[config.mk]
export PLATFORM = sky130hd
export DESIGN_NAME = mem_stage
export DESIGN_NICKNAME = d
export VERILOG_FILES = /design/src/common/mem_stage_pkg.sv /design/src/logic/mem_pipe_reg.sv /design/src/mem_stage/int_io_access.sv /design/src/mem_stage/mem_stage.sv /design/src/mem_stage/mio_router.sv
export VERILOG_INCLUDE_DIRS = /design/src /design/src/common
export SDC_FILE = /design/constraint.sdc
export NUM_CORES = 1
export LEC_CHECK = 0
export BUFFER_PORTS_ARGS = -buffer_cell sky130_fd_sc_hd__buf_2
export CORE_AREA = 2 2 257 259
export CTS_BUF_LIST = sky130_fd_sc_hd__clkbuf_2
export CTS_CLUSTER_SIZE = 24
export DETAILED_ROUTE_END_ITERATION = 6
export DIE_AREA = 0 0 259 261
export PLACE_DENSITY = 0.42
export SYNTH_ARGS = -nofsm -noshare
export SYNTH_HDL_FRONTEND = slang
export SYNTH_SLANG_ARGS = --single-unit
[constraint.sdc]
create_clock -name clk_in -period 6.9 [get_ports clk_in]
set_input_delay 1.38 -clock clk_in [delete_from_list [all_inputs] [get_ports clk_in]]
set_output_delay 1.38 -clock clk_in [all_outputs]
set_load 0.01 [all_outputs]
[src/common/mem_stage_cfg.svh]
/* memory stage configuration
   register width, address map and privilege codes */

`ifndef MEM_STAGE_CFG_SVH
`define MEM_STAGE_CFG_SVH

`define XLEN            32                // integer register width

// ------------------------------
// address map
// ------------------------------
`define PHYS_LO         32'h0000_0000     // physical memory, served by L1 D$
`define PHYS_HI         32'h7FFF_FFFF
`define EXT_IO_LO       32'h8000_0000     // external I/O bus
`define EXT_IO_HI       32'h8FFF_FFFF
`define INT_IO_LO       32'hFFFF_0000     // internal timer block
`define INT_IO_HI       32'hFFFF_00FF

// timer registers, high halves live at +4
`define MTIME_ADDR      32'hFFFF_0000
`define MTIMECMP_ADDR   32'hFFFF_0008
`define MSIP_ADDR       32'hFFFF_0010

// ------------------------------
// privilege
// ------------------------------
`define M_MODE          2'd3              // machine mode
`define MSIP_BIT        3                 // sw_irq position in msip read value

`endif

[src/common/mem_stage_pkg.sv]
/* memory stage types
   vector typedefs and the structs carried on every bus of the stage */

`include "mem_stage_cfg.svh"

package mem_stage_pkg;

   typedef logic [`XLEN-1:0]   word_t;       // data word
   typedef logic [`XLEN-1:0]   addr_t;       // load/store address
   typedef logic [2*`XLEN-1:0] dword_t;      // mtime / mtimecmp
   typedef logic [4:0]         reg_addr_t;   // gpr number
   typedef logic [2:0]         ls_size_t;    // bytes: 1, 2 or 4
   typedef logic [1:0]         priv_t;       // privilege mode

   // ------------------------------
   // pipeline buses
   // ------------------------------
   typedef struct packed {
      logic      is_ld;
      logic      is_st;
      addr_t     ls_addr;
      word_t     st_data;
      ls_size_t  size;
      logic      zero_ext;                  // LBU / LHU
      logic      inv_flag;
      priv_t     priv;                      // mode the instruction runs in
      logic      sw_irq;                    // current msip state
      logic      rd_wr;
      reg_addr_t rd_addr;
      word_t     rd_data;                   // execute result
      word_t     instr_tag;
   } e2m_t;

   typedef struct packed {
      word_t     instr_tag;
      addr_t     ls_addr;                   // needed for fault reporting in wb
      logic      rd_wr;
      reg_addr_t rd_addr;
      word_t     rd_data;
      logic      mio_fault;
   } m2w_t;

   // ------------------------------
   // memory and I/O buses
   // ------------------------------
   typedef struct packed {
      logic      rd;
      logic      wr;
      addr_t     addr;
      word_t     wr_data;
      ls_size_t  size;
      logic      zero_ext;
      logic      inv_flag;
   } dc_req_t;

   typedef struct packed {
      logic      ack;
      word_t     ack_data;
      logic      ack_fault;
   } dc_rsp_t;

   typedef struct packed {
      logic      rd;
      logic      wr;
      addr_t     addr;
      word_t     wr_data;
   } eio_req_t;

   typedef struct packed {
      logic      ack;
      word_t     ack_data;
      logic      ack_fault;
   } eio_rsp_t;

   typedef struct packed {
      logic      rd;
      logic      wr;
      addr_t     addr;
      word_t     wr_data;
      priv_t     priv;
   } mio_req_t;

   typedef struct packed {
      logic      ack;
      word_t     data;
      logic      fault;
   } mio_rsp_t;

   typedef struct packed {
      logic      msip;
      logic      mtime_lo;
      logic      mtime_hi;
      logic      mtimecmp_lo;
      logic      mtimecmp_hi;
      word_t     data;                      // store data for all strobes
   } mmr_wr_t;

   typedef struct packed {
      logic      valid;
      logic      rd_wr;
      reg_addr_t rd_addr;
      word_t     rd_data;
   } fwd_gpr_t;

endpackage

[src/logic/mem_pipe_reg.sv]
/* memory to writeback pipeline register
   execute-side ready, result assembly, one-entry register and gpr forwarding */

`timescale 1ns/1ns

module mem_pipe_reg
(
   input  logic                    clk_in,
   input  logic                    reset,
   input  logic                    cpu_halt,
   input  logic                    pipe_flush,

   input  logic                    e2m_valid,
   input  mem_stage_pkg::e2m_t     e2m_data,
   output logic                    e2m_ready,

   input  mem_stage_pkg::mio_rsp_t mio_rsp,      // answer of the selected target

   output logic                    m2w_valid,
   output mem_stage_pkg::m2w_t     m2w_data,
   input  logic                    m2w_ready,

   output mem_stage_pkg::fwd_gpr_t fwd_gpr
);

   import mem_stage_pkg::*;

   logic is_ls;
   logic xfer_in;                                // execute -> this stage
   logic xfer_out;                               // this stage -> writeback
   logic pipe_full;
   m2w_t result;                                 // entry to be captured

   assign is_ls = e2m_data.is_ld | e2m_data.is_st;

   // ------------------------------
   // handshake
   // ------------------------------
   // a load/store stalls here until its target acknowledges
   assign e2m_ready = !reset & !cpu_halt & (!is_ls | mio_rsp.ack) &
                      (!pipe_full | xfer_out);

   assign xfer_in  = e2m_valid & e2m_ready;
   assign xfer_out = m2w_valid & m2w_ready;

   // ------------------------------
   // result assembly
   // ------------------------------
   always_comb
   begin
      result.instr_tag = e2m_data.instr_tag;
      result.ls_addr   = e2m_data.ls_addr;
      result.rd_wr     = e2m_data.rd_wr;
      result.rd_addr   = e2m_data.rd_addr;
      result.rd_data   = e2m_data.rd_data;       // execute result by default
      result.mio_fault = 1'b0;
      if (e2m_data.is_ld)
         result.rd_data = mio_rsp.data;          // load data replaces it
      if (is_ls)
         result.mio_fault = mio_rsp.fault;
   end

   // gpr bypass of the instruction sitting at the stage input
   assign fwd_gpr.valid   = e2m_valid & !reset;
   assign fwd_gpr.rd_wr   = e2m_data.rd_wr;
   assign fwd_gpr.rd_addr = e2m_data.rd_addr;
   assign fwd_gpr.rd_data = result.rd_data;

   // ------------------------------
   // one-entry register
   // ------------------------------
   always_ff @(posedge clk_in)
   begin
      if (reset | pipe_flush)
         pipe_full <= 1'b0;
      else if (xfer_in)
         pipe_full <= 1'b1;                      // refill even when draining
      else if (xfer_out)
         pipe_full <= 1'b0;
   end

   always_ff @(posedge clk_in)
   begin
      if (xfer_in)
         m2w_data <= result;                     // held steady under back-pressure
   end

   assign m2w_valid = pipe_full;

endmodule

[src/mem_stage/int_io_access.sv]
/* internal timer register access
   machine mode only, gives mtime/mtimecmp/msip write strobes and read data */

`timescale 1ns/1ns

`include "mem_stage_cfg.svh"

module int_io_access
(
   input  logic                    int_io_sel,   // request decoded to this block
   input  mem_stage_pkg::mio_req_t mio_req,
   input  logic                    sw_irq,       // current msip bit
   input  mem_stage_pkg::dword_t   mtime,
   input  mem_stage_pkg::dword_t   mtimecmp,
   output mem_stage_pkg::mmr_wr_t  mmr_wr,
   output mem_stage_pkg::mio_rsp_t int_io_rsp
);

   import mem_stage_pkg::*;

   logic m_mode;
   logic hit_mtime_lo;
   logic hit_mtime_hi;
   logic hit_mtimecmp_lo;
   logic hit_mtimecmp_hi;
   logic hit_msip;
   logic hit_any;
   logic wr_ok;                                  // legal store into the block
   logic rd_ok;                                  // legal load from the block

   // ------------------------------
   // address match
   // ------------------------------
   assign m_mode          = (mio_req.priv == `M_MODE);

   assign hit_mtime_lo    = (mio_req.addr == `MTIME_ADDR);
   assign hit_mtime_hi    = (mio_req.addr == (`MTIME_ADDR + 32'd4));
   assign hit_mtimecmp_lo = (mio_req.addr == `MTIMECMP_ADDR);
   assign hit_mtimecmp_hi = (mio_req.addr == (`MTIMECMP_ADDR + 32'd4));
   assign hit_msip        = (mio_req.addr == `MSIP_ADDR);

   assign hit_any = hit_mtime_lo | hit_mtime_hi | hit_mtimecmp_lo |
                    hit_mtimecmp_hi | hit_msip;

   assign wr_ok = int_io_sel & m_mode & mio_req.wr;
   assign rd_ok = int_io_sel & m_mode & mio_req.rd;

   // ------------------------------
   // write strobes
   // ------------------------------
   assign mmr_wr.mtime_lo    = wr_ok & hit_mtime_lo;
   assign mmr_wr.mtime_hi    = wr_ok & hit_mtime_hi;
   assign mmr_wr.mtimecmp_lo = wr_ok & hit_mtimecmp_lo;
   assign mmr_wr.mtimecmp_hi = wr_ok & hit_mtimecmp_hi;
   assign mmr_wr.msip        = wr_ok & hit_msip;
   assign mmr_wr.data        = mio_req.wr_data;   // qualified by the strobes

   // ------------------------------
   // response
   // ------------------------------
   always_comb
   begin
      int_io_rsp.ack   = int_io_sel;             // always answers in the same cycle
      int_io_rsp.fault = int_io_sel & !(m_mode & hit_any);
      int_io_rsp.data  = '0;

      if (rd_ok)
      begin
         if (hit_mtime_lo)
            int_io_rsp.data = mtime[`XLEN-1:0];
         else if (hit_mtime_hi)
            int_io_rsp.data = mtime[2*`XLEN-1:`XLEN];
         else if (hit_mtimecmp_lo)
            int_io_rsp.data = mtimecmp[`XLEN-1:0];
         else if (hit_mtimecmp_hi)
            int_io_rsp.data = mtimecmp[2*`XLEN-1:`XLEN];
         else if (hit_msip)
            int_io_rsp.data[`MSIP_BIT] = sw_irq; // other msip bits read zero
      end
   end

endmodule

[src/mem_stage/mem_stage.sv]
/* memory stage top
   routes loads/stores to D$, timer regs or external I/O, registers result for wb */

`timescale 1ns/1ns

module mem_stage
(
   input  logic                    clk_in,
   input  logic                    reset,
   input  logic                    cpu_halt,     // stop accepting from execute
   input  logic                    pipe_flush,   // drop the entry toward wb

   // execute side
   input  logic                    e2m_valid,
   input  mem_stage_pkg::e2m_t     e2m_data,
   output logic                    e2m_ready,

   // writeback side
   output logic                    m2w_valid,
   output mem_stage_pkg::m2w_t     m2w_data,
   input  logic                    m2w_ready,

   // targets
   output mem_stage_pkg::dc_req_t  dc_req,
   input  mem_stage_pkg::dc_rsp_t  dc_rsp,
   output mem_stage_pkg::eio_req_t eio_req,
   input  mem_stage_pkg::eio_rsp_t eio_rsp,

   // timer block
   input  mem_stage_pkg::dword_t   mtime,
   input  mem_stage_pkg::dword_t   mtimecmp,
   output mem_stage_pkg::mmr_wr_t  mmr_wr,

   output mem_stage_pkg::fwd_gpr_t fwd_gpr      // gpr bypass
);

   import mem_stage_pkg::*;

   logic      int_io_sel;                        // request decoded to timer block
   mio_req_t  mio_req;
   mio_rsp_t  int_io_rsp;                        // timer block answer
   mio_rsp_t  mio_rsp;                           // answer of the selected target

   mio_router router_i
   (
      .e2m_valid  (e2m_valid),
      .e2m_data   (e2m_data),
      .cpu_halt   (cpu_halt),
      .reset      (reset),
      .dc_req     (dc_req),
      .dc_rsp     (dc_rsp),
      .eio_req    (eio_req),
      .eio_rsp    (eio_rsp),
      .int_io_sel (int_io_sel),
      .mio_req    (mio_req),
      .int_io_rsp (int_io_rsp),
      .mio_rsp    (mio_rsp)
   );

   int_io_access int_io_i
   (
      .int_io_sel (int_io_sel),
      .mio_req    (mio_req),
      .sw_irq     (e2m_data.sw_irq),
      .mtime      (mtime),
      .mtimecmp   (mtimecmp),
      .mmr_wr     (mmr_wr),
      .int_io_rsp (int_io_rsp)
   );

   mem_pipe_reg pipe_i
   (
      .clk_in     (clk_in),
      .reset      (reset),
      .cpu_halt   (cpu_halt),
      .pipe_flush (pipe_flush),
      .e2m_valid  (e2m_valid),
      .e2m_data   (e2m_data),
      .e2m_ready  (e2m_ready),
      .mio_rsp    (mio_rsp),
      .m2w_valid  (m2w_valid),
      .m2w_data   (m2w_data),
      .m2w_ready  (m2w_ready),
      .fwd_gpr    (fwd_gpr)
   );

endmodule

[src/mem_stage/mio_router.sv]
/* load/store router
   decodes the address region, drives D$ or external I/O, muxes the acknowledge */

`timescale 1ns/1ns

`include "mem_stage_cfg.svh"

module mio_router
(
   input  logic                    e2m_valid,
   input  mem_stage_pkg::e2m_t     e2m_data,
   input  logic                    cpu_halt,
   input  logic                    reset,

   output mem_stage_pkg::dc_req_t  dc_req,
   input  mem_stage_pkg::dc_rsp_t  dc_rsp,

   output mem_stage_pkg::eio_req_t eio_req,
   input  mem_stage_pkg::eio_rsp_t eio_rsp,

   output logic                    int_io_sel,
   output mem_stage_pkg::mio_req_t mio_req,
   input  mem_stage_pkg::mio_rsp_t int_io_rsp,

   output mem_stage_pkg::mio_rsp_t mio_rsp
);

   import mem_stage_pkg::*;

   addr_t ls_addr;
   logic  is_ld;
   logic  is_st;
   logic  req_live;                              // load or store being presented now
   logic  in_phys;
   logic  in_ext;
   logic  in_int;
   logic  sel_phys;
   logic  sel_ext;

   assign ls_addr  = e2m_data.ls_addr;
   assign is_ld    = e2m_data.is_ld;
   assign is_st    = e2m_data.is_st;

   assign req_live = e2m_valid & !reset & !cpu_halt & (is_ld | is_st);

   // ------------------------------
   // region decode
   // ------------------------------
   // ranges do not overlap, so at most one select is high
   assign in_phys    = (ls_addr >= `PHYS_LO)   & (ls_addr <= `PHYS_HI);
   assign in_ext     = (ls_addr >= `EXT_IO_LO) & (ls_addr <= `EXT_IO_HI);
   assign in_int     = (ls_addr >= `INT_IO_LO) & (ls_addr <= `INT_IO_HI);

   assign sel_phys   = req_live & in_phys;
   assign sel_ext    = req_live & in_ext;
   assign int_io_sel = req_live & in_int;

   // internal request, consumed by the timer block
   assign mio_req.rd      = req_live & is_ld;
   assign mio_req.wr      = req_live & is_st;
   assign mio_req.addr    = ls_addr;
   assign mio_req.wr_data = e2m_data.st_data;
   assign mio_req.priv    = e2m_data.priv;

   // ------------------------------
   // target requests
   // ------------------------------
   // D$ strobes stay up until dc_rsp.ack lets the instruction move on
   assign dc_req.rd       = sel_phys & is_ld;
   assign dc_req.wr       = sel_phys & is_st;
   assign dc_req.addr     = ls_addr;
   assign dc_req.wr_data  = e2m_data.st_data;
   assign dc_req.size     = e2m_data.size;     // 1, 2 or 4 bytes
   assign dc_req.zero_ext = e2m_data.zero_ext;
   assign dc_req.inv_flag = e2m_data.inv_flag;

   always_comb
   begin
      eio_req = '0;                             // bus is quiet unless selected
      if (sel_ext)
      begin
         eio_req.rd      = is_ld;
         eio_req.wr      = is_st;
         eio_req.addr    = ls_addr;
         eio_req.wr_data = e2m_data.st_data;
      end
   end

   // ------------------------------
   // acknowledge mux
   // ------------------------------
   always_comb
   begin
      mio_rsp = '0;
      if (sel_phys)
      begin
         mio_rsp.ack   = dc_rsp.ack;           // D$ decides the latency
         mio_rsp.data  = dc_rsp.ack_data;
         mio_rsp.fault = dc_rsp.ack_fault;
      end
      else if (int_io_sel)
      begin
         mio_rsp = int_io_rsp;                  // same-cycle answer
      end
      else if (sel_ext)
      begin
         mio_rsp.ack   = eio_rsp.ack;
         mio_rsp.fault = eio_rsp.ack_fault;
         if (is_ld & !eio_rsp.ack_fault)
            mio_rsp.data = eio_rsp.ack_data;   // faulted load returns zero
      end
      else
      begin
         // unmapped address, end the access at once with a fault
         mio_rsp.ack   = req_live;
         mio_rsp.fault = req_live;
      end
   end

endmodule

-- Yosys cells after proc, flatten, opt, wreduce, memory -nomap -nowiden
Cells that the tools add are included.
- register bits after elaboration: 104
- input bits: 346
- output and inout bits: 318
- word-level logic and storage cells: 81
- $lt $le $gt $ge: 6
- equality and inequality tests: 6
- muxes and demuxes: 18
- bitwise logic cells: 37
- reduce and logical (&&, ||, !) cells: 7
- operators by type and width (operator ; number):
    2-to-1 mux 32 bit ; 7
    equality test 32 bit, second input constant ; 5
    2-to-1 mux 34 bit ; 2
    2-to-1 mux 66 bit ; 1
    greater-or-equal comparator 32 bit, second input constant ; 2
    <= comparator 32 bit, second input constant ; 2
    greater-or-equal comparator 32 x 1 -> 1 bit, second input constant ; 1
    <= comparator 32 x 31 -> 1 bit, second input constant ; 1
    bitwise AND 1 bit ; 29
    2-to-1 mux 28 bit ; 1
    bitwise OR 1 bit ; 8
    zero test 1 bit ; 6
    2-to-1 mux 1 bit ; 6
    2-to-1 mux 3 bit ; 1
    equality test 2 bit, second input constant ; 1
    nonzero test 2 bit ; 1

-- Logic depth before layout (Yosys ltp)
- word-level depth: 15
- mapped depth: 7
- gate-level depth less buffers: 4

-- Modules after synthesis
A second synthesis with hierarchy kept.
- cells, all modules: 712
- area total of the unflattened synthesis: 7442.1 µm²
- by module, submodules not included (module ; instances ; cells each ; area an instance (µm²) ; seq. area each (µm²)):
    mem_pipe_reg ; 1 ; 156 ; 3622.2 ; 3113.0
    mio_router ; 1 ; 341 ; 2353.5 ; 0.0
    int_io_access ; 1 ; 215 ; 1466.4 ; 0.0

-- Worst setup path after synthesis
OpenSTA, ideal clock, no wires.
- kind: in2reg
- from: in reset
- to: reg pipe_i.m2w_data[0] (netlist name)
- setup time: 0.566 ns
- data arrival time: 6.470 ns
- data required time: 6.334 ns
- setup slack: -0.136 ns
- stages: 5
- buffers on the path: 1
- cell sequence: or3b_1 -> buf_2 -> a211oi_1 -> o21ai_0 -> nor2_1
- cells in the longest elaborated chain, start to end: 12
- elaborated cells between the ends (all ways): 15
- those cells by class: 3 x mux; 11 x bitwise; 1 x reduce/logical
- RTL lines (item ; line ; RTL):
    start: declaration ; mem_stage.sv:9 ; input logic reset,
    zero test 1 bit * ; mem_pipe_reg.sv:40, mio_router.sv:44 ;
    bitwise AND 1 bit (3 in series) ; mio_router.sv:44 ; assign req_live = e2m_valid & !reset & !cpu_halt & (is_ld | is_st);
    bitwise AND 1 bit ; mio_router.sv:55 ; assign sel_ext = req_live & in_ext;
    2-to-1 mux 1 bit ; mio_router.sv:105 ; else if (sel_ext)
    2-to-1 mux 34 bit ; mio_router.sv:101 ; else if (int_io_sel)
    2-to-1 mux 34 bit ; mio_router.sv:95 ; if (sel_phys)
    bitwise OR 1 bit ; mem_pipe_reg.sv:40 ; assign e2m_ready = !reset & !cpu_halt & (!is_ls | mio_rsp.ack) &
    bitwise AND 1 bit * (2 in series) ; mem_pipe_reg.sv:40 ;
    bitwise AND 1 bit * ; mem_pipe_reg.sv:43 ; assign xfer_in = e2m_valid & e2m_ready;
    via pipe_i.xfer_in ; mem_pipe_reg.sv:29 ; logic xfer_in;
The timed path passes the listed nets; every way through them passes the cells marked *.
A chain may end at the register's enable or synchronous reset.

==> summary.txt <==
Setup path
  • Crit-path max FO: 22
  • Cell chain of the critical path: buf_2, or4_1, nor3_2, nand4_1, buf_4, o21ai_1, buf_2
  • CP dominant cell by count: buf_2
  • RR Endpoint: pipe_i.m2w_data[20]$_DFFE_PP_
  • RR Startpoint: pipe_i.m2w_valid$_SDFFE_PP0P_
  • Critical path arrival: 3.82 ns
  • Reg2reg setup slack: 5.04 ns
  • Critical path launch point type: input port
  • Worst path required time: 5.52 ns
  • CP peak stage delay: 0.67 ns
  • Critical path endpoint category: output pin
  • Slowest CP cell: nor3_2
  • Setup crit start: e2m_data[118]
  • Reg2Reg Depth: 4
  • Setup CP Type: input port to output pin

Die
  • Die area: 0.06760 mm²
  • Site Rows: 94
  • Die Wd: 259 µm
  • Starting Density: 0.1026
  • Core footprint: 0.06504 mm²
  • Total I/O pin count: 664
  • Die Y: 261 µm

Routing
  • Initial DRC count: 504
  • Vias: 7297
  • Total detailed-routing wirelength: 38790 µm
  • Pre-antenna DRT Iters: 5
  • Post-route ant nets: 0
  • Residual DRC: 0
  • Average vias per placed instance: 3.627
  • Routed WL per cell: 19.28 µm

Placed design
  • Final GP Congestion: 0.8958
  • Port bufs: 650
  • Hpwl dp: 30710 µm
  • Place WS: 1.578 ns
  • Dpl cells: 1990

Timing
  • Worst slew pin tran: 1.054 ns
  • Fmax: 192.3 MHz
  • Setup TNS Final: 0 ns
  • Headroom to the max-slew limit: 0.2971
  • Minimum clock period: 5.199 ns
  • RSZ-0062 raised after global routing: false
  • Final Skew: 0.07239 ns
  • Final Hold Viols: 0
  • Setup WS post-layout: 1.701 ns
  • Final setup vio count: 0
  • Final period util: 0.7535
  • Slew Limit Fails: 0

Logic synthesis
  • Synthesized area: 0.006675 mm²
  • Yosys cell types: 46
  • Post-Syn Instances: 615
  • Predominant post-synthesis flop cell: edfxtp_1
  • Mean Syn Cell Area: 10.85 µm²
  • Synth Register Bits: 104
  • Sequential-to-total area share from yosys stat: 0.4664
  • Synth top area share: 0.4634
  • Synth area leaders: edfxtp_1, buf_4, and2_1, mux2i_1, o2bb2ai_1
  • EDFF count, synth: 103
  • Synth warnings: 0
  • Dominant cell type by area after synthesis: edfxtp_1
  • Async S/R FF share, synth: 0

Pwr
  • Leakage: 0.004699 µW
  • Peak supply drop: 58.62 µV
  • Pwr Density: 136.6 mW/mm²

Cells and area
  • Finished Core Util: 0.1581
  • Fin cells: 2012
  • Layout area overhead: 54.02%
  • Reg area: 0.003113 mm²
  • Layout cells sized above 1: 0.6051
  • Fillers: 7394
  • Nets: 1483
  • Area of the multi-input gates: 0.002576 mm²

Worst hold path
  • Worst hold path depth: 2
  • Min-delay src: pipe_i.m2w_valid$_SDFFE_PP0P_
  • Hold Path End: pipe_i.m2w_valid$_SDFFE_PP0P_
  • Hold crit path type: flop to flop

GRT
  • Initial antenna violation count: 5
  • Grt total ovfl: 0
  • First-pass GRT wire length: 51630 µm
  • Vias in the first global route: 7278
  • GRT Total Usage: 0.1062
  • Pin count of the biggest net entering global routing: 104

CTS
  • CTS tree: done
  • Clk slew on worst S/H paths: 0.38 ns
  • Post_cts resized: 0
  • Clk sink count: 104
  • Post-CTS Setup Bufs: 0
  • Cts hold-fix bufs: 0
  • TritonCTS Buffers: 9
  • Clk root buf: clkbuf_2
  • Clk Latency, worst-skew pair: 0.80 ns
  • Max H-tree Level: 3
  • Max clock buf depth: 2

Outcome
  • Run status: complete, no violations

Run
  • Max-cap viol count: 0
[layout by cell type, fill, tap and decap left out, types with 4 or more instances in the layout]
cell,netlist,layout
and2_1,63,63
nor3_1,4,4
buf_2,19,650
clkbuf_2,5,11
o2bb2ai_1,31,31
buf_4,110,14
nand2b_1,33,32
a2bb2oi_1,30,30
mux2i_1,32,32
nor2_1,13,12
nand4_1,5,5
diode_2,0,6
nand2_1,8,8
o21ai_1,31,31
edfxtp_1,103,103
nor4_1,5,4
o221ai_1,30,30
a31oi_1,32,32
[cell usage after synthesis, drive strengths merged (3+ instances only)]
cell     number
a2bb2oi      30
a31oi        32
and2         63
buf         131
clkbuf       25
edfxtp      103
mux2i        32
nand2         8
nand2b       33
nand4         5
nand4b        3
nor2         15
nor2b         3
nor3          6
nor3b         3
nor4          5
o21ai        35
o221ai       30
o2bb2ai      31
[sequential cells by signal, indices dropped and copies added (netlist names)]
name              flops
pipe_i.m2w_valid      1
pipe_i.m2w_data     103
[critical path, delay by kind of cell]
| family | cells | cell delay, ns |
|---|---|---|
| AOI/OAI and AO/OA | 1 | 0.26 |
| and+or+nand+nor | 3 | 1.50 |
| buffers and inverters | 3 | 0.63 |
[power by group]
group	leakage (µW)	switching, µW	internal [µW]	total, µW
clock	0.0000716	261	86.9	347
combinational	0.00366	194	157	351
sequential	0.000963	1.85	705	707
[through the flow]
stage	power [µW]	instance area, µm²	hold WS, ns
floorplan	898.3	6685	0.5066
global placement	1070	10140	0.5093
finish	1405	10280	0.5393
global route	1489	10280	0.4824
CTS	1452	10270	0.4709
detailed placement	1073	10160	0.5009
[metal layers]
layer	routed length, µm	up-vias	GRT usage
li1	-	3267	-
met1	16930	3603	0.1412
met2	18330	387	0.1697
met3	2860	40	0.02429
met4	674	0	0.03436
met5	0	-	0
[cell type report]
class | count | area share
repair buffers | 665 | 0.3286
flip-flops and latches | 104 | 0.3028
multi-input cells | 355 | 0.2506
well taps | 864 | 0.1051
clock buffers | 11 | 0.005355
clock inverters | 5 | 0.005355
diodes | 6 | 0.001460
inverters | 2 | 0.0007302
[kinds of logic after synthesis]
| logic type | count (synthesis) | synth area share |
|---|---|---|
| AOI/OAI and AO/OA | 168 | 0.1869 |
| buffers and inverters | 158 | 0.1552 |
| and+or+nand+nor | 152 | 0.1430 |
| DFF | 104 | 0.4664 |
| muxes | 32 | 0.04799 |
| other | 1 | 0.0005618 |
[how the worst max path moves through the flow]
| stage | to | cells past startpoint |
|---|---|---|
| CTS | fwd_gpr[6] | 7 |
| detailed placement | fwd_gpr[6] | 7 |
| global route | fwd_gpr[20] | 7 |
| finish | fwd_gpr[20] | 7 |
| global placement | fwd_gpr[30] | 8 |
| floorplan | pipe_i.m2w_data[0]$_SDFFCE_PP0P_ | 5 |
Power figures use the tool's default switching activity.
